`src/hdl/rf_cfg_pkg.sv`:
```
package rf_cfg_pkg;

    localparam int xlen     = 32;
    localparam int preg_num = 64;
    localparam int preg_w   = $clog2(preg_num); // 6 bits for 64 registers.

    // issue side.
    localparam int alu_size   = 2;
    localparam int load_srcs  = 1;
    localparam int store_srcs = 2; // address base and store data.

    // read port map: alu src0, alu src1, load, store.
    localparam int load_base  = alu_size * 2;
    localparam int store_base = load_base + load_srcs;
    localparam int read_ports = store_base + store_srcs;

    // writeback: alu ports first, then the load port.
    localparam int load_wb     = alu_size;
    localparam int write_ports = alu_size + 1;

    typedef logic [xlen-1:0]   xlen_t;
    typedef logic [preg_w-1:0] preg_t;

endpackage

```
`src/hdl/rf_bus_pkg.sv`:
```
package rf_bus_pkg;

    // two-source read request, used by alu, csr, mul and store slots.
    typedef struct packed {
        logic              en;
        rf_cfg_pkg::preg_t src0;
        rf_cfg_pkg::preg_t src1;
    } src2_req_t;

    typedef struct packed {
        logic              en;
        rf_cfg_pkg::preg_t src;
    } src1_req_t;

    typedef struct packed {
        logic              valid;
        rf_cfg_pkg::xlen_t data0;
        rf_cfg_pkg::xlen_t data1;
    } src2_rsp_t;

    typedef struct packed {
        logic              valid;
        rf_cfg_pkg::xlen_t data;
    } src1_rsp_t;

    typedef struct packed {
        logic              en;
        rf_cfg_pkg::preg_t rd;
        rf_cfg_pkg::xlen_t res;
    } wb_t;

endpackage

```
`src/hdl/wb_bypass.sv`:
```
module wb_bypass #(
    parameter int fwd_cnt = rf_cfg_pkg::alu_size
) (
    input  rf_cfg_pkg::preg_t rd_addr [rf_cfg_pkg::read_ports],
    input  rf_cfg_pkg::xlen_t file_data [rf_cfg_pkg::read_ports],
    input  rf_bus_pkg::wb_t   fwd [fwd_cnt],
    output rf_cfg_pkg::xlen_t operand [rf_cfg_pkg::read_ports]
);
    import rf_cfg_pkg::*;
    import rf_bus_pkg::*;

    // ascending scan, so the highest matching port wins.
    always_comb begin
        for (int i = 0; i < read_ports; i++) begin
            operand[i] = file_data[i];
            for (int j = 0; j < fwd_cnt; j++) begin
                if (fwd[j].en && fwd[j].rd == rd_addr[i] && rd_addr[i] != '0) begin
                    operand[i] = fwd[j].res;
                end
            end
        end
    end

endmodule

```
`config.mk`:
```
export PLATFORM = sky130hd
export DESIGN_NAME = wb_bypass
export DESIGN_NICKNAME = d
export VERILOG_FILES = /design/src/hdl/rf_cfg_pkg.sv /design/src/hdl/rf_bus_pkg.sv /design/src/hdl/wb_bypass.sv
export SDC_FILE = /design/constraint.sdc
export NUM_CORES = 1
export LEC_CHECK = 0
export ABC_CLOCK_PERIOD_IN_PS = 1850
export BUFFER_PORTS_ARGS = -buffer_cell sky130_fd_sc_hd__buf_2
export CAP_MARGIN = 20
export CORE_AREA = 2 2 222 224
export DETAILED_ROUTE_END_ITERATION = 10
export DIE_AREA = 0 0 224 226
export MAX_ROUTING_LAYER = met4
export PLACE_DENSITY = 0.35
export SYNTH_ARGS = -nofsm -noshare
export SYNTH_HDL_FRONTEND = slang
export SYNTH_SLANG_ARGS = --single-unit
```
`constraint.sdc`:
```
create_clock -name vclk -period 1.85
set_input_delay 0.185 -clock vclk [all_inputs]
set_output_delay 0.185 -clock vclk [all_outputs]
set_load 0.1 [all_outputs]
```
======== Yosys cells after proc, flatten, opt, wreduce, memory -nomap -nowiden ========
Cells that the tools add are included.
word-level totals
  memories ................................ 0
  register bits ........................... 0
  memory bits (read-only) ................. 0
  bits in writable memories ............... 0
  input port bits ......................... 344
  latch bits .............................. 0
cells by class
  div/mod/pow operators ................... 0
  bitwise logic cells ..................... 0
  reduce and logical (&&, ||, !) cells .... 35
  magnitude comparators ................... 0
  add/subtract/negate cells ............... 0
  $mul .................................... 0
  mux-type cells .......................... 14
  eq/ne operators ......................... 14
  shift-type cells ........................ 0
operator list
  operator             count
  32-bit two-way mux   14
  6-bit equality test  14
  6-bit nonzero test   7
  1-bit logical AND    28

======== Longest topological paths before layout ========
Gate-level depths: netlist (run 1).
  word-level depth ........................ 5
  mapped depth ............................ 8
  depth with buffers taken out ............ 5

======== Worst setup path before layout (run 1) ========
No wires, ideal clock.
  kind .................................... input to output
  start ................................... input fwd[71] (netlist bit)
  end ..................................... output operand[139] (netlist bit)
  required time ........................... 1.665 ns
  cell stages on the path ................. 8
  arrival time ............................ 2.934 ns
  buffers on the path ..................... 3
  setup slack ............................. -1.269 ns
  cell sequence ........................... buf_2 -> xor2_1 -> a211o_1 -> or3_1 -> buf_6 -> buf_6 -> mux2i_1 -> a21oi_1
RTL lines
  item             line            source
  start, declared  wb_bypass.sv:6  input rf_bus_pkg::wb_t fwd [fwd_cnt],
  end, declared    wb_bypass.sv:7  output rf_cfg_pkg::xlen_t operand [rf_cfg_pkg::read_ports]

==> key figures, run 1 <==
Timing
  • Fmax: between 0.4 and 0.5 GHz
  • Setup violations, final: ~220
  • Final Hold Slack: ~760 ps
  • RSZ-0062 raised after global routing: true
  • Worst slew margin: 74.1%
  • Period utilisation layout: 120%
  • Final hold violations: 0
  • Pins Over Slew Limit: 0
  • Period minus WS final: between 2000 and 2500 ps
  • Setup TNS: -60350 ps
  • Fin worst setup slack: -365 ps
  • Worst-margin pin slew: between 300 and 400 ps

Cells and area
  • Non-filler cells, final: 2264
  • Fill cells: between 4000 and 5000
  • Seq cells: 0
  • Ratio of cells with drive above 1 in the final layout: between 80% and 90%
  • Synth-to-layout area growth: 237%
  • Reg area: 0 um^2
  • Fin area: approximately 20000 um^2
  • Layout clock buffer count: 0
  • Nets: 1980
  • Footprint of the multi-input gates: between 9000 and 10000 um^2

Global routing
  • First-pass GRT wire length: ~74000 um
  • Vias in the first global route: 10300
  • Largest net degree at the start of global routing: 29
  • GRT Util Overall: 20.6%
  • GR Overflow Total: 0
  • Initial antenna violation count: 7

Power and ir drop
  • Power per cell area: ~320 nW/um^2
  • Peak VDD IR: about 0.18 mV
  • Static Leak: about 0.0076 uW

Die
  • Die ar.: 50600 um^2
  • CORE AREA: about 48000 um^2
  • Die Width: approximately 220 um
  • Cell row count: a little over 80
  • I/O pin cnt: around 570
  • Initial Util: ~12%
  • Die Ht: between 200 and 250 um

Routing
  • First-pass iteration count of the detailed router: 5
  • Vias: slightly below 10000
  • Avg WL per Cell: 23.7 um
  • Drt total wl: about 54000 um
  • Initial DRC count: around 220
  • Antenna Nets Post-Route: 0
  • DRC violations left: 0
  • Drt via density: 4.32

Place
  • Placer Congestion: approximately 0.84
  • Place WS: -414 ps
  • Placed cells: between 2000 and 2500
  • Placed cell area: between 15000 and 20000 um^2
  • Final HPWL DP: around 41000 um
  • # port buffers: around 570

Logic synthesis
  • Mapped Area: between 5000 and 6000 um^2
  • Synth top area cells: mux2i_1, a21oi_1, nor2_1
  • Mapped Cells: between 900 and 1000
  • Mapped Nets: 1272
  • Synth top area share: approximately a third
  • Distinct cell type count after synthesis: 21
  • Sequential fraction of the synthesis area: 0%
  • Synth top cells by count: a21oi_1, nor2_1, mux2i_1
  • Warnings from Yosys: 0
  • Count leader, synth: a21oi_1
  • Area leader, netlist: mux2i_1
  • Avg Cell Area, Syn: 6.37 um^2

Job
  • Max-cap violation count: 0

Run status
  • Outcome: finished with violations
  • Failing checks: negative setup slack

Critical path
  • CP arrival: around 2000 ps
  • Startpoint class of the critical path: input pin
  • Type of the worst setup path: input pin to output port
  • Data required, critical path: between 1500 and 2000 ps
  • Worst Setup End Kind: output port
  • Worst-path fanout max: 18

Clock network
  • Hold Buf Count CTS: 0

Hold path
  • Hold Path Class: input pin to output port
critical path, cell delays in order:
cell	delay (ps)
buf_6	90
or4_4	540
nor3_4	160
buf_6	130
nor3_4	50
buf_12	160
mux2i_1	150
buf_4	160
a21oi_4	160
buf_12	190
area by class of cell:
type	instances	area share [%]
timing repair buffer	791	47.4
multi-input combinational	843	48.6
antenna	8	0.100
tap	622	3.90
worst paths after layout:
check	cells past startpoint	slack, ps	endpoint	start
setup / recovery	10	-370	operand[17]	rd_addr[2]
hold / removal	4	760	operand[147]	file_data[147]
where the power goes:
| part | switching (uW) | internal [uW] |
|---|---|---|
| clock | 0 | 0.000521 |
| combinational | 3900 | 2400 |
| sequential | 0 | 0 |
placed cells by master, fill, tap and decap left out, drive strengths merged:
master / Yosys / final
clkbuf: 2 / 4
a211o: 1 / 1
nand2: 27 / 27
a21oi: 250 / 250
xor2: 2 / 2
nor2: 225 / 225
nand3: 14 / 14
diode: 0 / 8
nor3: 14 / 14
bufbuf: 0 / 2
and2: 1 / 1
mux2i: 198 / 198
or3: 9 / 9
buf: 83 / 785
nand4: 13 / 13
or4: 6 / 6
nor4: 1 / 1
xnor2: 82 / 82
per-layer routing:
layer	track usage [%]	part of all wire [%]
met1	24.7	41
met2	36.9	53
met3	3.17	4.7
met4	3.27	1.3
met5	-	0
per-stage QoR:
| stage | utilization [%] | total power, uW |
|---|---|---|
| 4_1_cts | 39.9 | 6260 |
| 3_5_place_dp | 37.2 | 6110 |
| 6_report | 41.3 | 6300 |
| 3_3_place_gp | 37.2 | 6090 |
| 5_1_grt | 41.3 | 6490 |
| 2_1_floorplan | - | 3610 |
kinds of logic (layout without fill, tap and decap cells):
kind of cell,Yosys count,after routing,synth area share (%)
xor gates and xnor gates,84,84,12.4
other,0,8,0
and+or+nand+nor,310,310,23.1
buffers and inverters,85,791,9.65
muxes,198,198,33.5
AOI/OAI and AO/OA,251,251,21.3
timing repair:
item | 4_1_cts | 5_1_grt
resized for setup | 163 | 91
setup buffers | 31 | 12
endpoints found under the setup margin | 224 | 224
hold endpoints to repair | 0 | 0
gates cloned | 12 | 4
pin swaps | 69 | 31
No activity file was read; power rests on OpenSTA's default activity.
==> run 2: changes to the inputs <==
--- a/config.mk
+++ b/config.mk
@@ -6,13 +6,13 @@
 export NUM_CORES = 1
 export LEC_CHECK = 0
 export ABC_CLOCK_PERIOD_IN_PS = 1850
-export BUFFER_PORTS_ARGS = -buffer_cell sky130_fd_sc_hd__buf_2
 export CAP_MARGIN = 20
-export CORE_AREA = 2 2 222 224
+export CORE_AREA = 2 2 223 225
 export DETAILED_ROUTE_END_ITERATION = 10
-export DIE_AREA = 0 0 224 226
+export DIE_AREA = 0 0 225 227
+export DONT_BUFFER_PORTS = 1
 export MAX_ROUTING_LAYER = met4
-export PLACE_DENSITY = 0.35
+export PLACE_DENSITY = 0.3
 export SYNTH_ARGS = -nofsm -noshare
 export SYNTH_HDL_FRONTEND = slang
 export SYNTH_SLANG_ARGS = --single-unit
==> key figures, run 2 (synthesis results as in run 1) <==
Cells and area
  • Layout clock buffer count: 0
  • Nets: approximately 1700
  • Util after Layout: 38.2%
  • Seq cells: 0
  • Non-filler cells, final: 1942
  • Reg area: 0 um^2
  • Commonest cells after routing, fill and taps aside: buf_12, a21oi_4, nor2_4
  • Ratio of cells with drive above 1 in the final layout: between 70% and 80%
  • Fill cells: around 4700
  • Commonest non-fill, non-tap cell in the layout: buf_12
  • Synth-to-layout area growth: 214%

Critical path
  • Worst stage delay on the critical path: between 500 and 600 ps
  • Startpoint class of the critical path: input pin
  • Worst Setup End Kind: output port
  • CP arrival: 1930 ps
  • Cell breakdown of the critical path: or4_4 > nor3_4 > nor3_4 > buf_16 > buf_12 > mux2i_2 > a21oi_4 > buf_12
  • Cell with the largest stage delay on the worst path: or4_4
  • Data required, critical path: ~1700 ps
  • Critical Path Source: rd_addr[2]
  • Buf+Inv Stages, Crit Path: 3
  • Worst-path fanout max: 16
  • Type of the worst setup path: input pin to output port
  • Crit path to: operand[6]
  • Worst path depth: 8
  • Top delay family on crit path: simple AND/OR/NAND/NOR gates

Timing
  • Period utilisation layout: 114%
  • Worst-margin pin slew: just under 400 ps
  • Setup TNS: -33340 ps
  • Fmax: 0.473 GHz
  • Worst slew margin: approximately 74%
  • Pins Over Slew Limit: 0
  • Setup violations, final: 213
  • Fin worst setup slack: -262 ps
  • Final hold violations: 0
  • Final Hold Slack: ~660 ps
  • Period minus WS final: roughly 2100 ps
  • RSZ-0062 raised after global routing: true

Die
  • Die Width: between 200 and 250 um
  • Initial Util: ~12%
  • Die Ht: 227 um
  • Die ar.: between 50000 and 60000 um^2
  • Cell row count: slightly above 80
  • CORE AREA: 48500 um^2
  • I/O pin cnt: roughly 570

Global routing
  • Initial antenna violation count: 1
  • GRT Util Overall: between 20% and 30%
  • GR Overflow Total: 0
  • Largest net degree at the start of global routing: 28
  • Vias in the first global route: between 8000 and 9000
  • First-pass GRT wire length: between 70000 and 80000 um

Power and ir drop
  • Static Leak: between 0.006 and 0.007 uW
  • Peak VDD IR: 0.170 mV
  • Power per cell area: between 200 and 300 nW/um^2

Hold path
  • Hold path start: fwd[12]
  • Hold Path Class: input pin to output port

Place
  • # port buffers: 0
  • Placed cells: ~1800
  • Placer Congestion: around 0.82
  • Place WS: -369 ps
  • Final HPWL DP: ~41000 um

Routing
  • Avg WL per Cell: 28.2 um
  • Drt via density: about 4.5
  • Initial DRC count: about 300
  • First-pass iteration count of the detailed router: 4
  • Drt total wl: roughly 55000 um
  • Vias: 8695
  • Antenna Nets Post-Route: 0
  • DRC violations left: 0

Run status
  • Failing checks: negative setup slack
  • Outcome: finished with violations

Clock network
  • Hold Buf Count CTS: 0

Job
  • Max-cap violation count: 0
==> run 2: power by group <==
group	switching (uW)	total [uW]	internal (uW)	leakage, uW
combinational	3340	5430	2090	0.00645
sequential	0	0	0	0
clock	0	0.0000725	0.0000725	0.00000000634
total	3340	5430	2090	0.00645
==> run 2: layer usage <==
layer,GRT usage (%),vias up,routed length (um)
met1,24.6,4319,22400
met3,4.04,12,3470
met5,-,-,0
met4,0.876,0,309
li1,-,4057,-
met2,35.9,307,28500
==> run 2: through the flow <==
step	total power (uW)	instance area, um^2
finish	5430	18600
CTS	5390	17500
floorplan	3610	9950
global route	5560	18600
global placement	5300	16200
detailed placement	5310	16200
==> run 2: worst min-delay path by stage <==
stage          slack, ps           end  cells after the start
2_1_floorplan        590  operand[191]                      2
3_3_place_gp         670  operand[184]                      3
3_5_place_dp         670   operand[31]                      3
4_1_cts              660  operand[159]                      3
5_1_grt              660  operand[108]                      3
6_report             660  operand[108]                      3
==> run 2: cell type report <==
type,instances,area (um^2),share of cell area [%]
multi-input combinational,843,9730,52.4
antenna,1,2.50,0.0135
timing repair buffer,476,8050,43.4
tap,622,778,4.19
==> run 2: timing repair <==
item / 4_1_cts / 5_1_grt
endpoints found under the hold margin: 0 / 0
gates cloned: 13 / 6
setup endpoints to repair: 224 / 224
resized for setup: 127 / 143
buffers inserted: 35 / 50
pin swaps: 55 / 53
