`src/hdl/rf_cfg_pkg.sv`:
```
package rf_cfg_pkg;

    localparam int xlen     = 32;
    localparam int preg_num = 64;
    localparam int preg_w   = $clog2(preg_num); // 6 bits for 64 registers.

    // issue side.
    localparam int alu_size   = 2;
    localparam int load_srcs  = 1;
    localparam int store_srcs = 2; // address base and store data.

    // read port map: alu src0, alu src1, load, store.
    localparam int load_base  = alu_size * 2;
    localparam int store_base = load_base + load_srcs;
    localparam int read_ports = store_base + store_srcs;

    // writeback: alu ports first, then the load port.
    localparam int load_wb     = alu_size;
    localparam int write_ports = alu_size + 1;

    typedef logic [xlen-1:0]   xlen_t;
    typedef logic [preg_w-1:0] preg_t;

endpackage

```
`src/hdl/rf_bus_pkg.sv`:
```
package rf_bus_pkg;

    // two-source read request, used by alu, csr, mul and store slots.
    typedef struct packed {
        logic              en;
        rf_cfg_pkg::preg_t src0;
        rf_cfg_pkg::preg_t src1;
    } src2_req_t;

    typedef struct packed {
        logic              en;
        rf_cfg_pkg::preg_t src;
    } src1_req_t;

    typedef struct packed {
        logic              valid;
        rf_cfg_pkg::xlen_t data0;
        rf_cfg_pkg::xlen_t data1;
    } src2_rsp_t;

    typedef struct packed {
        logic              valid;
        rf_cfg_pkg::xlen_t data;
    } src1_rsp_t;

    typedef struct packed {
        logic              en;
        rf_cfg_pkg::preg_t rd;
        rf_cfg_pkg::xlen_t res;
    } wb_t;

endpackage

```
`src/hdl/read_port_mux.sv`:
```
module read_port_mux (
    input  logic                  clk,
    input  logic                  arst_n,
    input  rf_bus_pkg::src2_req_t alu_req [rf_cfg_pkg::alu_size],
    input  rf_bus_pkg::src2_req_t csr_req,
    input  rf_bus_pkg::src2_req_t mul_req,
    input  rf_bus_pkg::src1_req_t load_req,
    input  rf_bus_pkg::src2_req_t store_req,
    output logic                  alu_ready [rf_cfg_pkg::alu_size],
    output logic                  rd_en [rf_cfg_pkg::read_ports],
    output rf_cfg_pkg::preg_t     rd_addr [rf_cfg_pkg::read_ports],
    input  rf_cfg_pkg::xlen_t     operand [rf_cfg_pkg::read_ports],
    output rf_bus_pkg::src2_rsp_t alu_rsp [rf_cfg_pkg::alu_size],
    output rf_bus_pkg::src2_rsp_t csr_rsp,
    output rf_bus_pkg::src2_rsp_t mul_rsp,
    output rf_bus_pkg::src1_rsp_t load_rsp,
    output rf_bus_pkg::src2_rsp_t store_rsp
);
    import rf_cfg_pkg::*;
    import rf_bus_pkg::*;

    src2_req_t brw_req [alu_size]; // borrower of each shared alu port.
    logic      nxt_en [read_ports];
    preg_t     nxt_addr [read_ports];
    logic      nxt_brw [alu_size];
    logic      brw_q [alu_size];     // port owned by the borrower last cycle.

    assign brw_req[0] = csr_req;
    assign brw_req[1] = mul_req;

    // borrower has priority, alu slot has to reissue.
    always_comb begin
        for (int i = 0; i < alu_size; i++) begin
            alu_ready[i] = ~brw_req[i].en;
            nxt_brw[i]   = brw_req[i].en;
            if (brw_req[i].en) begin
                nxt_en[i]              = 1'b1;
                nxt_en[alu_size+i]     = 1'b1;
                nxt_addr[i]            = brw_req[i].src0;
                nxt_addr[alu_size+i]   = brw_req[i].src1;
            end else begin
                nxt_en[i]              = alu_req[i].en;
                nxt_en[alu_size+i]     = alu_req[i].en;
                nxt_addr[i]            = alu_req[i].src0;
                nxt_addr[alu_size+i]   = alu_req[i].src1;
            end
        end
        nxt_en[load_base]      = load_req.en;
        nxt_addr[load_base]    = load_req.src;
        nxt_en[store_base]     = store_req.en;
        nxt_addr[store_base]   = store_req.src0;
        nxt_en[store_base+1]   = store_req.en;
        nxt_addr[store_base+1] = store_req.src1;
    end

    always_ff @(posedge clk or negedge arst_n) begin
        if (!arst_n) begin
            for (int p = 0; p < read_ports; p++) begin
                rd_en[p]   <= 1'b0;
                rd_addr[p] <= '0;
            end
            for (int i = 0; i < alu_size; i++) begin
                brw_q[i] <= 1'b0;
            end
        end else begin
            for (int p = 0; p < read_ports; p++) begin
                rd_en[p]   <= nxt_en[p];
                rd_addr[p] <= nxt_addr[p];
            end
            for (int i = 0; i < alu_size; i++) begin
                brw_q[i] <= nxt_brw[i];
            end
        end
    end

    // slice operands back into the slot responses.
    always_comb begin
        for (int i = 0; i < alu_size; i++) begin
            alu_rsp[i].valid = rd_en[i] & ~brw_q[i];
            alu_rsp[i].data0 = operand[i];
            alu_rsp[i].data1 = operand[alu_size+i];
        end

        csr_rsp.valid = brw_q[0];
        csr_rsp.data0 = operand[0];
        csr_rsp.data1 = operand[alu_size];

        mul_rsp.valid = brw_q[1];
        mul_rsp.data0 = operand[1];
        mul_rsp.data1 = operand[alu_size+1];

        load_rsp.valid = rd_en[load_base];
        load_rsp.data  = operand[load_base];

        store_rsp.valid = rd_en[store_base];
        store_rsp.data0 = operand[store_base];
        store_rsp.data1 = operand[store_base+1];
    end

endmodule

```
`config.mk`:
```
export PLATFORM = sky130hd
export DESIGN_NAME = read_port_mux
export DESIGN_NICKNAME = d
export VERILOG_FILES = /design/src/hdl/rf_cfg_pkg.sv /design/src/hdl/rf_bus_pkg.sv /design/src/hdl/read_port_mux.sv
export SDC_FILE = /design/constraint.sdc
export NUM_CORES = 1
export LEC_CHECK = 0
export ABC_AREA = 1
export ABC_CLOCK_PERIOD_IN_PS = 900
export BUFFER_PORTS_ARGS = -buffer_cell sky130_fd_sc_hd__buf_2
export CAP_MARGIN = 20
export CORE_AREA = 2 2 276 278
export CTS_CLUSTER_DIAMETER = 120
export DETAILED_ROUTE_END_ITERATION = 7
export DIE_AREA = 0 0 278 280
export PLACE_DENSITY = 0.3
export SLEW_MARGIN = 25
export SYNTH_ARGS = -nofsm -noshare
export SYNTH_HDL_FRONTEND = slang
export SYNTH_SLANG_ARGS = --single-unit
export TNS_END_PERCENT = 20
```
`constraint.sdc`:
```
create_clock -name clk -period 0.9 [get_ports clk]
set_clock_uncertainty 0.2 [all_clocks]
set_input_delay 0.135 -clock clk [delete_from_list [all_inputs] [get_ports clk]]
set_output_delay 0.135 -clock clk [all_outputs]
set_load 0.05 [all_outputs]
```
* Yosys cells after proc, flatten, opt, wreduce, memory -nomap -nowiden
Cells that the tools add are included.
** Word-level totals
- Register bits :: 48
- Output and inout port bits :: 409
- Word-level logic and storage cells :: 25
- Bits of input ports :: 298
** Operators by class
- Bitwise logic cells :: 6
- Mux-type cells :: 6
** Operators with widths (count)
- 2-to-1 mux 6 bit :: 4
- inverter 1 bit :: 4
- AND 1 bit :: 2
- 2-to-1 mux 1 bit :: 2

* Longest topological paths before layout
Gate-level depths: netlist of run 1.
- Word-level depth :: 2
- Gate-level depth with buffers :: 4
- Mapped depth without buffers :: 3

* Worst setup path before layout of run 1
OpenSTA, ideal clock, no wires.
- Kind :: register to output
- Start point :: reg, netlist name rd_en[4]
- End point :: out alu_rsp[129] in the netlist's numbering
- Path buffers :: 0
- Path slack :: -0.793 ns
- Cell stages (with the launch flop) :: 3
- Data required time :: 0.565 ns
- Arrival time :: 1.358 ns
- Cells stage by stage :: dfrtp_1 inv_1 nor2_1
** RTL lines
- end: declaration :: RTL line read_port_mux.sv:13 : output rf_bus_pkg::src2_rsp_t alu_rsp [rf_cfg_pkg::alu_size],

==> results of run 1 <==
-- worst max-delay path: stages, from the launching register on --
cell and delay, ns:
sky130_fd_sc_hd__dfrtp_2 0.39, sky130_fd_sc_hd__inv_2 0.05, sky130_fd_sc_hd__nor2_4 0.09, sky130_fd_sc_hd__buf_6 0.15
-- synthesized netlist by cell type, drive strengths merged --
master and instances:
buf 361, nand2 72, dfrtp 48, inv 4, nor2 2, or2 2
-- power by group through the flow --
stage	combinational (uW)	sequential (uW)	clock [uW]
after floorplan	4450	2880	0
after global placement	1280	2390	0
after detailed placement	1260	2390	0
after CTS	1550	2390	2120
after global routing	1640	2400	2180
final	1550	2390	1990
-- placed cells by master (no fill, tap or decap) --
| cell type | count |
|---|---|
| sky130_fd_sc_hd__buf_12 | 7 |
| sky130_fd_sc_hd__buf_2 | 74 |
| sky130_fd_sc_hd__buf_4 | 10 |
| sky130_fd_sc_hd__buf_6 | 47 |
| sky130_fd_sc_hd__buf_8 | 1 |
| sky130_fd_sc_hd__clkbuf_16 | 5 |
| sky130_fd_sc_hd__clkbuf_8 | 1 |
| sky130_fd_sc_hd__clkinvlp_4 | 2 |
| sky130_fd_sc_hd__dfrtp_1 | 39 |
| sky130_fd_sc_hd__dfrtp_2 | 9 |
| sky130_fd_sc_hd__dlygate4sd3_1 | 29 |
| sky130_fd_sc_hd__dlymetal6s4s_1 | 10 |
| sky130_fd_sc_hd__inv_2 | 3 |
| sky130_fd_sc_hd__inv_4 | 1 |
| sky130_fd_sc_hd__nand2_1 | 71 |
| sky130_fd_sc_hd__nand2_2 | 1 |
| sky130_fd_sc_hd__nor2_4 | 2 |
| sky130_fd_sc_hd__or2_2 | 2 |
-- state kept, by name, indices dropped and copies added, names as in the netlist --
name      count
csr_rsp       1
load_rsp      1
mul_rsp       1
rd_addr      42
rd_en         3
-- cells by family (layout without fill, tap and decap cells) --
family / count (synthesis) / count (layout) / synth area share [%]
buffers and inverters: 365 / 190 / 64.7
DFF: 48 / 48 / 28.4
and+or+nand+nor: 76 / 76 / 6.87
-- timing repair --
item	4_1_cts	5_1_grt
gates resized for setup	99	19
setup endpoints to repair	57	67
endpoints found under the hold margin	96	22
pin swaps	0	2
-- per-layer routing --
metal	wire length [um]	GRT usage [%]	part of all wire (%)
met1	3760	2.44	21
met2	7660	6.51	42
met3	4390	4.45	24
met4	2310	5.65	13
met5	0	0	0
-- stage by stage --
stage	cells	power (uW)
final	1292	5920
after global routing	1292	6210
after CTS	1292	6060
after detailed placement	1246	3650
after global placement	1246	3670
after floorplan	489	7330
-- worst min path at each step --
stage,startpoint,to,slack [ns],cells past startpoint
after floorplan,arst_n,csr_rsp[64]$_DFF_PN0_,-0.36,0
after global placement,arst_n,rd_addr[9]$_DFF_PN0_,-0.05,2
after detailed placement,arst_n,rd_en[0]$_DFF_PN0_,-0.06,2
after CTS,alu_req[25],rd_en[4]$_DFF_PN0_,-0.19,2
after global routing,alu_req[25],rd_en[4]$_DFF_PN0_,-0.18,2
final,alu_req[25],rd_en[4]$_DFF_PN0_,-0.17,2
-- area by class of cell --
type | count | area (um^2)
fillers | 8814 | 70700
repair buffers | 178 | 1550
well taps | 978 | 1220
flip-flops and latches | 48 | 1210
multi-input cells | 76 | 308
clock buffers | 6 | 139
inverters | 4 | 17.5
clock inverters | 2 | 15.0
==> metrics.sh, run 1 <==
FINAL.HOLD.WORST_SLACK_NS=-0.171
PATH_MAX_FANOUT=3
CLKSLEWWORSTSETUPHOLDPATHS_NS=0.07
SYN2LAYOUT_AREA_GROWTH_PCT=5.60
FLOORPLAN.IO_PINS=707
CRITPATHARRIVALTIME_NS=0.98
LEAKAGE_uW=0.00182
PLACEMENT.IO_BUFFERS=130
DP_SLACK_NS=-0.180
YOSYS.AREA.TOP_TYPE='sky130_fd_sc_hd__buf_4'
CP.REQUIRED_NS=0.56
SWITCH_PWR_uW=1880
POSTCTSSETUPREPAIRBUFS=0
OUTCOME='finished with violations'
WIRE_PER_INST_UM=14.0
VIAS_POST_DR=2115
DIE_Y_UM=280
ENDPOINT='alu_rsp[129]'
TRITONCTS_NUM_SINKS=48
HTREEDEPTH=2
SLEW_VIOL_FINAL=0
SETUP_REPAIR_AFTER_GLOBAL_ROUTING_MISSED_ITS_MARGIN='yes'
FIRST_PASS_ITERS=6
TIMING.FINAL.CRIT_SHARE_PCT=146
SHARE_OF_THE_SYNTHESIZED_AREA_IN_THE_TOP_CELL_TYPE_PCT=63.8
WORSTMARGINPINSLEW_NS=0.293
HOLD_VIOLATIONS=22
SYNTH_TOP_CELLS_BY_AREA='sky130_fd_sc_hd__buf_4 (64%), sky130_fd_sc_hd__dfrtp_1 (28%), sky130_fd_sc_hd__nand2_1 (6.4%)'
FLOORPLAN.DIE_AREA_UM2=77800
ANT_NETS=0
YS_SEQ_AREA_SHARE_PCT=28.4
GRT_MAX_DEGREE=49
FLOORPLAN.CORE_AREA_UM2=75200
WIRELENGTH_UM=18100
LONGEST_CLK_PATH_BUFS=2
DETAILEDROUTE.FIRSTITERATIONVIOLATIONS=92
FINAL_CRITICAL_PERIOD_NS=1.32
FMAXACHIEVABLE_GHz=0.759
ROWS=101
DETAILED_PLACE.AREA_UM2=3590
NET_COUNT_OF_THE_MAPPED_NETLIST=787
FIN_AREA_UM2=4460
VIA_PER_INST=1.64
GRT_FIRST_PASS_WIRELENGTH_UM=22300
NUMBER_OF_NETS_IN_THE_FINISHED_DESIGN=611
POST_ROUTE_CELLS_DRIVE_ABOVE_1_SHARE_PCT=52.5
GRT_ANTENNA_BEFORE_REPAIR=0
SYNTHCELLS=489
FINAL_ANTENNA_DIODE_COUNT=0
VIAS_IN_THE_FIRST_GLOBAL_ROUTE=2267
POSTLAYOUTCOREUTIL_PCT=5.93
SETUP_WS_NS=-0.417
SYNTH-WARNING-COUNT=0
POST_SYNTH.CELL_AREA_AVG_UM2=8.64
POST_SYNTH_CELL_TYPES=8
WORST_SLEW_MARGIN_REL_PCT=80.4
YS_FF_LATCH=48
WORST_SETUP_PATH_STARTPOINT='rd_en[4]$_DFF_PN0_'
CELL_AREA_AFTER_TECHNOLOGY_MAPPING_UM2=4220
INITIAL_CORE_UTILIZATION_PCT=5.62
DRC=0
STARTPOINT_TYPE='register'
DIE_W_UM=278
POWER_FRAC_CLOCK_PCT=33.6
CTS_HOLD_REPAIR.BUFFERS=39
MIN-DELAY-PATH-CLASS='in2reg'
POWER.SEQUENTIAL.FRACTION_PCT=40.3
POWER.INTERNAL_uW=4040
CTS_TREE='built'
GRT_UTIL_ALL_LAYERS_PCT=4.34
CTS_MADE_BUFFERS=5
COMBINATIONALPOWERSHARE_PCT=26.2
CTS-ROOT-BUF='sky130_fd_sc_hd__clkbuf_16'
POWER.DENSITY_CELL_AREA_nW_PER_UM2=1330
WORST-SETUP-PATH-TYPE='reg2out'
MAX_CAP_VIOL_COUNT=0
VIOLATIONS_IN_THE_FINAL_REPORTS='negative hold slack, negative setup slack'
ENDPOINT_KIND='output pin'
NETSWITCHINGFRACTION_PCT=31.7
FINAL-SETUP-VIOL-COUNT=58
SETUP_TNS_NS=-15.69
GP_CONGESTION=0.753
MAXIMUM_VDD_DROP_mV=0.656
POST-DP-HPWL_UM=15400
GRT-OVFL-TOTAL=0
(Power assumes the default switching activity.)
==> run 2, diff against run 1 <==
--- a/config.mk
+++ b/config.mk
@@ -9,11 +9,13 @@
 export ABC_CLOCK_PERIOD_IN_PS = 900
 export BUFFER_PORTS_ARGS = -buffer_cell sky130_fd_sc_hd__buf_2
 export CAP_MARGIN = 20
-export CORE_AREA = 2 2 276 278
+export CELL_PAD_IN_SITES_DETAIL_PLACEMENT = 1
+export CELL_PAD_IN_SITES_GLOBAL_PLACEMENT = 2
+export CORE_AREA = 2 2 275 277
 export CTS_CLUSTER_DIAMETER = 120
 export DETAILED_ROUTE_END_ITERATION = 7
-export DIE_AREA = 0 0 278 280
-export PLACE_DENSITY = 0.3
+export DIE_AREA = 0 0 277 279
+export PLACE_DENSITY = 0.44
 export SLEW_MARGIN = 25
 export SYNTH_ARGS = -nofsm -noshare
 export SYNTH_HDL_FRONTEND = slang
==> run 2 against run 1 <==
Against the previous run: the run still ends with negative hold slack, negative setup slack left; setup slack improved by 0.0035 ns; clock-buffer cell count down 1; clock power is 13% higher; first-iteration DRC count up 7.6%; final cell count increased by 0.54%; via count grew 4.5%; sequential cell count unchanged; sequential power hardly changed.
==> metrics.sh, run 2 (synthesized netlist as in run 1, its figures left out) <==
OUTCOME='finished with violations'
VIOLATIONS_IN_THE_FINAL_REPORTS='negative hold slack, negative setup slack'
SETUP_REPAIR_AFTER_GLOBAL_ROUTING_MISSED_ITS_MARGIN='yes'
DIE_W_UM=277
POST-DP-HPWL_UM=16600
DETAILED_PLACE.AREA_UM2=3530
SYN2LAYOUT_AREA_GROWTH_PCT=10.4
NFILLCELLS=8803
CRITPATHARRIVALTIME_NS=0.98
COMBINATIONALPOWERSHARE_PCT=25.8
FINAL-SETUP-VIOL-COUNT=58
WIRE_PER_INST_UM=14.8
CTS_TREE='built'
MAX_CAP_VIOL_COUNT=0
VIA_PER_INST=1.70
ENDPOINT_KIND='output pin'
SLOWEST_STAGE='sky130_fd_sc_hd__dfrtp_2'
ROWS=100
WORST-SETUP-PATH-TYPE='reg2out'
GRT-OVFL-TOTAL=0
PLACEMENT.IO_BUFFERS=130
PATH_MAX_FANOUT=2
FIN_AREA_UM2=4660
GRT_MAX_DEGREE=36
TIMING.FINAL.CRIT_SHARE_PCT=146
SWITCH_PWR_uW=1900
POWER.INTERNAL_uW=4310
CTS-ROOT-BUF='sky130_fd_sc_hd__clkbuf_16'
CP.REQUIRED_NS=0.56
POSTCTSSETUPREPAIRBUFS=0
FMAXACHIEVABLE_GHz=0.761
DRC=0
SETUP_WS_NS=-0.413
MULTI_INPUT_AREA_UM2=315
GP_CONGESTION=0.682
HOLD_VIOLATIONS=15
CP.DEPTH=2
HOLD-PATH-CELL-COUNT=2
VIAS_POST_DR=2210
DP_SLACK_NS=-0.180
GRT_UTIL_ALL_LAYERS_PCT=4.69
CLKSLEWWORSTSETUPHOLDPATHS_NS=0.08
ANT_NETS=0
CP_SLOWEST_STAGE_DELAY_NS=0.42
MAXIMUM_VDD_DROP_mV=0.813
FLOORPLAN.IO_PINS=707
PATH_CELLS='buf_6 > buf_8'
LEAKAGE_uW=0.00204
LONGEST_CLK_PATH_BUFS=2
MOST-COMMON-LAYOUT-CELLS='sky130_fd_sc_hd__buf_2 (74), sky130_fd_sc_hd__nand2_1 (68), sky130_fd_sc_hd__buf_6 (49), sky130_fd_sc_hd__dfrtp_1 (41), sky130_fd_sc_hd__dlygate4sd3_1 (28)'
STARTPOINT_TYPE='register'
LAYOUT_TOP_REGISTERS='rd_addr (42), rd_en (3)'
POWER.DENSITY_CELL_AREA_nW_PER_UM2=1330
TRITONCTS_NUM_SINKS=48
SEQUENTIAL_CELL_AREA_UM2=1210
POST_ROUTE_CELLS_DRIVE_ABOVE_1_SHARE_PCT=50.3
TOP_REGISTER='rd_addr'
FINAL_ANTENNA_DIODE_COUNT=0
HTREEDEPTH=2
FLOORPLAN.CORE_AREA_UM2=74100
WORST_PATH_DOMINANT_CELL_FAMILY='flip-flops'
CTS_HOLD_REPAIR.BUFFERS=55
SLEW_VIOL_FINAL=0
MAX_REG_FLOPS=42
NUMBER_OF_NETS_IN_THE_FINISHED_DESIGN=627
LAYOUT_COMMONEST_CELL='sky130_fd_sc_hd__buf_2'
CRITICAL_PATH_BUF_INV_COUNT=2
DIE_Y_UM=279
INITIAL_CORE_UTILIZATION_PCT=5.70
POWER.SEQUENTIAL.FRACTION_PCT=38.2
FINAL_CRITICAL_PERIOD_NS=1.31
WORST_SLEW_MARGIN_REL_PCT=83.6
FIRST_PASS_ITERS=4
FINAL.HOLD.WORST_SLACK_NS=-0.167
WORST_SETUP_PATH_STARTPOINT='rd_en[3]$_DFF_PN0_'
WORSTMARGINPINSLEW_NS=0.247
FLOORPLAN.DIE_AREA_UM2=77300
VIAS_IN_THE_FIRST_GLOBAL_ROUTE=2545
GRT_FIRST_PASS_WIRELENGTH_UM=24200
FIN_TOTAL_PWR_uW=6220
WIRELENGTH_UM=19200
CTS_MADE_BUFFERS=5
DETAILEDROUTE.FIRSTITERATIONVIOLATIONS=99
POWER_FRAC_CLOCK_PCT=36.0
MIN-DELAY-PATH-CLASS='in2reg'
ENDPOINT='rd_en[5]'
GRT_ANTENNA_BEFORE_REPAIR=0
NETSWITCHINGFRACTION_PCT=30.6
## run 2: changes by cell type in the layout (fill, tap and decap cells not counted), moves of 2 or more
cell	change
sky130_fd_sc_hd__nand2_1	-3
sky130_fd_sc_hd__dlymetal6s4s_1	+17
sky130_fd_sc_hd__buf_6	+2
sky130_fd_sc_hd__dfrtp_2	-2
sky130_fd_sc_hd__buf_12	-2
sky130_fd_sc_hd__dfrtp_1	+2
sky130_fd_sc_hd__nand2_2	+3
## run 2: timing repair
| item | in CTS | in global routing |
|---|---|---|
| resized for setup | 106 | 31 |
| hold endpoints to repair | 95 | 15 |
| pin swaps | 0 | 2 |
| setup endpoints to repair | 57 | 77 |
## run 2: worst min path at each step
stage                                 end   startpoint  slack [ns]
finish                 rd_en[3]$_DFF_PN0_  alu_req[12]       -0.17
global route           rd_en[3]$_DFF_PN0_  alu_req[12]       -0.17
CTS                    rd_en[3]$_DFF_PN0_  alu_req[12]       -0.19
detailed placement  rd_addr[29]$_DFF_PN0_       arst_n       -0.07
global placement    rd_addr[29]$_DFF_PN0_       arst_n       -0.07
floorplan           csr_rsp[64]$_DFF_PN0_       arst_n       -0.36
## run 2: power groups by stage
stage,logic [uW],clock network (uW),registers (uW)
detailed placement,1220,0,2390
floorplan,4450,0,2880
finish,1600,2240,2380
global route,1700,2430,2390
global placement,1220,0,2380
CTS,1600,2380,2380
## run 2: per-layer routing
metal / vias up / part of all wire (%) / wire, um / track usage (%)
li1: 784 / - / - / -
met1: 876 / 24 / 4520 / 3.10
met2: 430 / 43 / 8320 / 7.14
met3: 120 / 25 / 4800 / 5.23
met4: 0 / 8.1 / 1560 / 3.87
met5: - / 0 / 0 / 0
## run 2: cell type report
type                            instances  area share [%]
Clock buffer                            5            2.68
Sequential cell                        48            26.0
Inverter                                4           0.322
Multi-Input combinational cell         76            6.76
Tap cell                              969            26.0
Timing Repair Buffer                  194            37.3
Clock inverter                          3           0.993
## run 2: metrics by stage
| step | setup TNS, ns | cells | utilization (%) |
|---|---|---|---|
| finish | -15.77 | 1299 | 6.29 |
| floorplan | -2.35 | 489 | - |
| detailed placement | -2.23 | 1236 | 4.77 |
| global placement | -2.11 | 1236 | 4.77 |
| global route | -17.65 | 1299 | 6.29 |
| CTS | -16.98 | 1299 | 6.19 |
==> run 3, diff against run 2 <==
--- a/config.mk
+++ b/config.mk
@@ -16,6 +16,7 @@
 export DETAILED_ROUTE_END_ITERATION = 7
 export DIE_AREA = 0 0 277 279
 export PLACE_DENSITY = 0.44
+export RECOVER_POWER = 100
 export SLEW_MARGIN = 25
 export SYNTH_ARGS = -nofsm -noshare
 export SYNTH_HDL_FRONTEND = slang
==> run 3 against run 2 <==
Against the previous run: the flow still finishes with violations (negative hold slack, negative setup slack); combinational power hardly changed; sequential share of layout area increased by 0.12 points; power decreased by 0.23%; clock power barely moved; sequential power is essentially flat; setup slack about the same; critical path depth stayed put; non-clock buffer count is the same; die area is the same; final cell count unchanged.
==> metrics.sh, run 3 (synthesized netlist as in run 1, its figures left out) <==
SETUP_WS_NS=-0.413
WIRELENGTH_UM=19200
FLOORPLAN.IO_PINS=707
INITIAL_CORE_UTILIZATION_PCT=5.70
POST-DP-HPWL_UM=16600
VIAS_POST_DR=2213
FIN_AREA_UM2=4640
SYN2LAYOUT_AREA_GROWTH_PCT=9.86
MAX_REG_FLOPS=42
POST_ROUTE_CELLS_DRIVE_ABOVE_1_SHARE_PCT=48.2
POWER.INTERNAL_uW=4300
GRT_ANTENNA_BEFORE_REPAIR=0
WORSTMARGINPINSLEW_NS=0.368
POWER_FRAC_CLOCK_PCT=36.1
CLKSLEWWORSTSETUPHOLDPATHS_NS=0.08
MIN-DELAY-PATH-CLASS='in2reg'
POSTCTSSETUPREPAIRBUFS=0
GRT_UTIL_ALL_LAYERS_PCT=4.69
WORST-SETUP-PATH-TYPE='reg2out'
OUTCOME='finished with violations'
LONGEST_CLK_PATH_BUFS=2
FIRST_PASS_ITERS=4
WORST_SLEW_MARGIN_REL_PCT=75.5
NUMBER_OF_NETS_IN_THE_FINISHED_DESIGN=627
GRT_FIRST_PASS_WIRELENGTH_UM=24200
VIOLATIONS_IN_THE_FINAL_REPORTS='negative hold slack, negative setup slack'
TIMING.FINAL.CRIT_SHARE_PCT=146
TRITONCTS_NUM_SINKS=48
GRT-OVFL-TOTAL=0
PLACEMENT.IO_BUFFERS=130
TOP_REGISTER='rd_addr'
LAYOUT_TOP_REGISTERS='rd_addr (42), rd_en (3)'
DETAILEDROUTE.FIRSTITERATIONVIOLATIONS=99
FINAL-SETUP-VIOL-COUNT=60
DIE_Y_UM=279
SETUP_REPAIR_AFTER_GLOBAL_ROUTING_MISSED_ITS_MARGIN='yes'
FLOORPLAN.CORE_AREA_UM2=74100
CTS-ROOT-BUF='sky130_fd_sc_hd__clkbuf_16'
MAXIMUM_VDD_DROP_mV=0.811
MOST-COMMON-LAYOUT-CELLS='sky130_fd_sc_hd__buf_2 (69), sky130_fd_sc_hd__nand2_1 (68), sky130_fd_sc_hd__buf_6 (49), sky130_fd_sc_hd__dfrtp_1 (41), sky130_fd_sc_hd__dlygate4sd3_1 (28)'
ENDPOINT_KIND='output pin'
FMAXACHIEVABLE_GHz=0.761
LAYOUT_COMMONEST_CELL='sky130_fd_sc_hd__buf_2'
SWITCH_PWR_uW=1900
DRC=0
FINAL_ANTENNA_DIODE_COUNT=0
STARTPOINT_TYPE='register'
POWER.DENSITY_CELL_AREA_nW_PER_UM2=1340
ANT_NETS=0
VIA_PER_INST=1.70
VIAS_IN_THE_FIRST_GLOBAL_ROUTE=2545
NETSWITCHINGFRACTION_PCT=30.7
HOLD_VIOLATIONS=14
WIRE_PER_INST_UM=14.8
SLEW_VIOL_FINAL=0
CTS_TREE='built'
FLOORPLAN.DIE_AREA_UM2=77300
DIE_W_UM=277
COMBINATIONALPOWERSHARE_PCT=25.6
GP_CONGESTION=0.682
CRITPATHARRIVALTIME_NS=0.98
CP.REQUIRED_NS=0.56
LEAKAGE_uW=0.00203
CTS_HOLD_REPAIR.BUFFERS=55
DETAILED_PLACE.AREA_UM2=3530
HTREEDEPTH=2
PATH_MAX_FANOUT=2
MAX_CAP_VIOL_COUNT=0
FINAL_CRITICAL_PERIOD_NS=1.31
POWER.SEQUENTIAL.FRACTION_PCT=38.3
FIN_TOTAL_PWR_uW=6200
GRT_MAX_DEGREE=36
ROWS=100
FINAL.HOLD.WORST_SLACK_NS=-0.167
CTS_MADE_BUFFERS=5
==> run 3: path summary, 6_finish.rpt <==
| check | start | end | cells after the start |
|---|---|---|---|
| max in group asynchronous | arst_n | rd_en[0]$_DFF_PN0_ | 3 |
| min in group asynchronous | arst_n | rd_addr[25]$_DFF_PN0_ | 3 |
| worst min-delay path | alu_req[12] | rd_en[3]$_DFF_PN0_ | 2 |
| worst max-delay path | rd_en[3]$_DFF_PN0_ | rd_en[5] | 2 |
==> run 3: through the flow <==
step	setup TNS (ns)	std cells	util, %	worst slack [ns]
after floorplan	-2.35	489	-	-0.312
after global placement	-2.11	1236	4.77	-0.176
after detailed placement	-2.23	1236	4.77	-0.180
after CTS	-16.98	1299	6.19	-0.435
after global routing	-18.46	1299	6.27	-0.455
final	-15.95	1299	6.27	-0.413
==> run 3: metal layers <==
layer | wire length (um) | global-route usage [%]
met5 | 0 | 0
met4 | 1560 | 3.87
met3 | 4880 | 5.23
met2 | 8340 | 7.14
met1 | 4440 | 3.10
==> run 3: critical path, stage by stage (launching register included) <==
cell,delay [ns]
sky130_fd_sc_hd__dfrtp_2,0.42
sky130_fd_sc_hd__buf_6,0.12
sky130_fd_sc_hd__buf_8,0.14
==> run 3: repair_timing <==
action                     CTS  global route
hold endpoints to repair    95            15
gates resized for setup    106            31
pin swaps                    0             2
setup endpoints to repair   57            77
==> run 3: layout make-up <==
type	instances	area, um^2
Fill cell	8808	69400
Multi-Input combinational cell	76	315
Timing Repair Buffer	194	1720
Sequential cell	48	1210
Inverter	4	15.0
Tap cell	969	1210
Clock buffer	5	125
Clock inverter	3	46.3
==> run 3: power groups by stage <==
stage	clock network, uW	registers, uW	logic (uW)
2_1_floorplan	0	2880	4450
3_3_place_gp	0	2380	1220
3_5_place_dp	0	2390	1220
4_1_cts	2380	2380	1600
5_1_grt	2430	2390	1680
6_report	2240	2380	1590
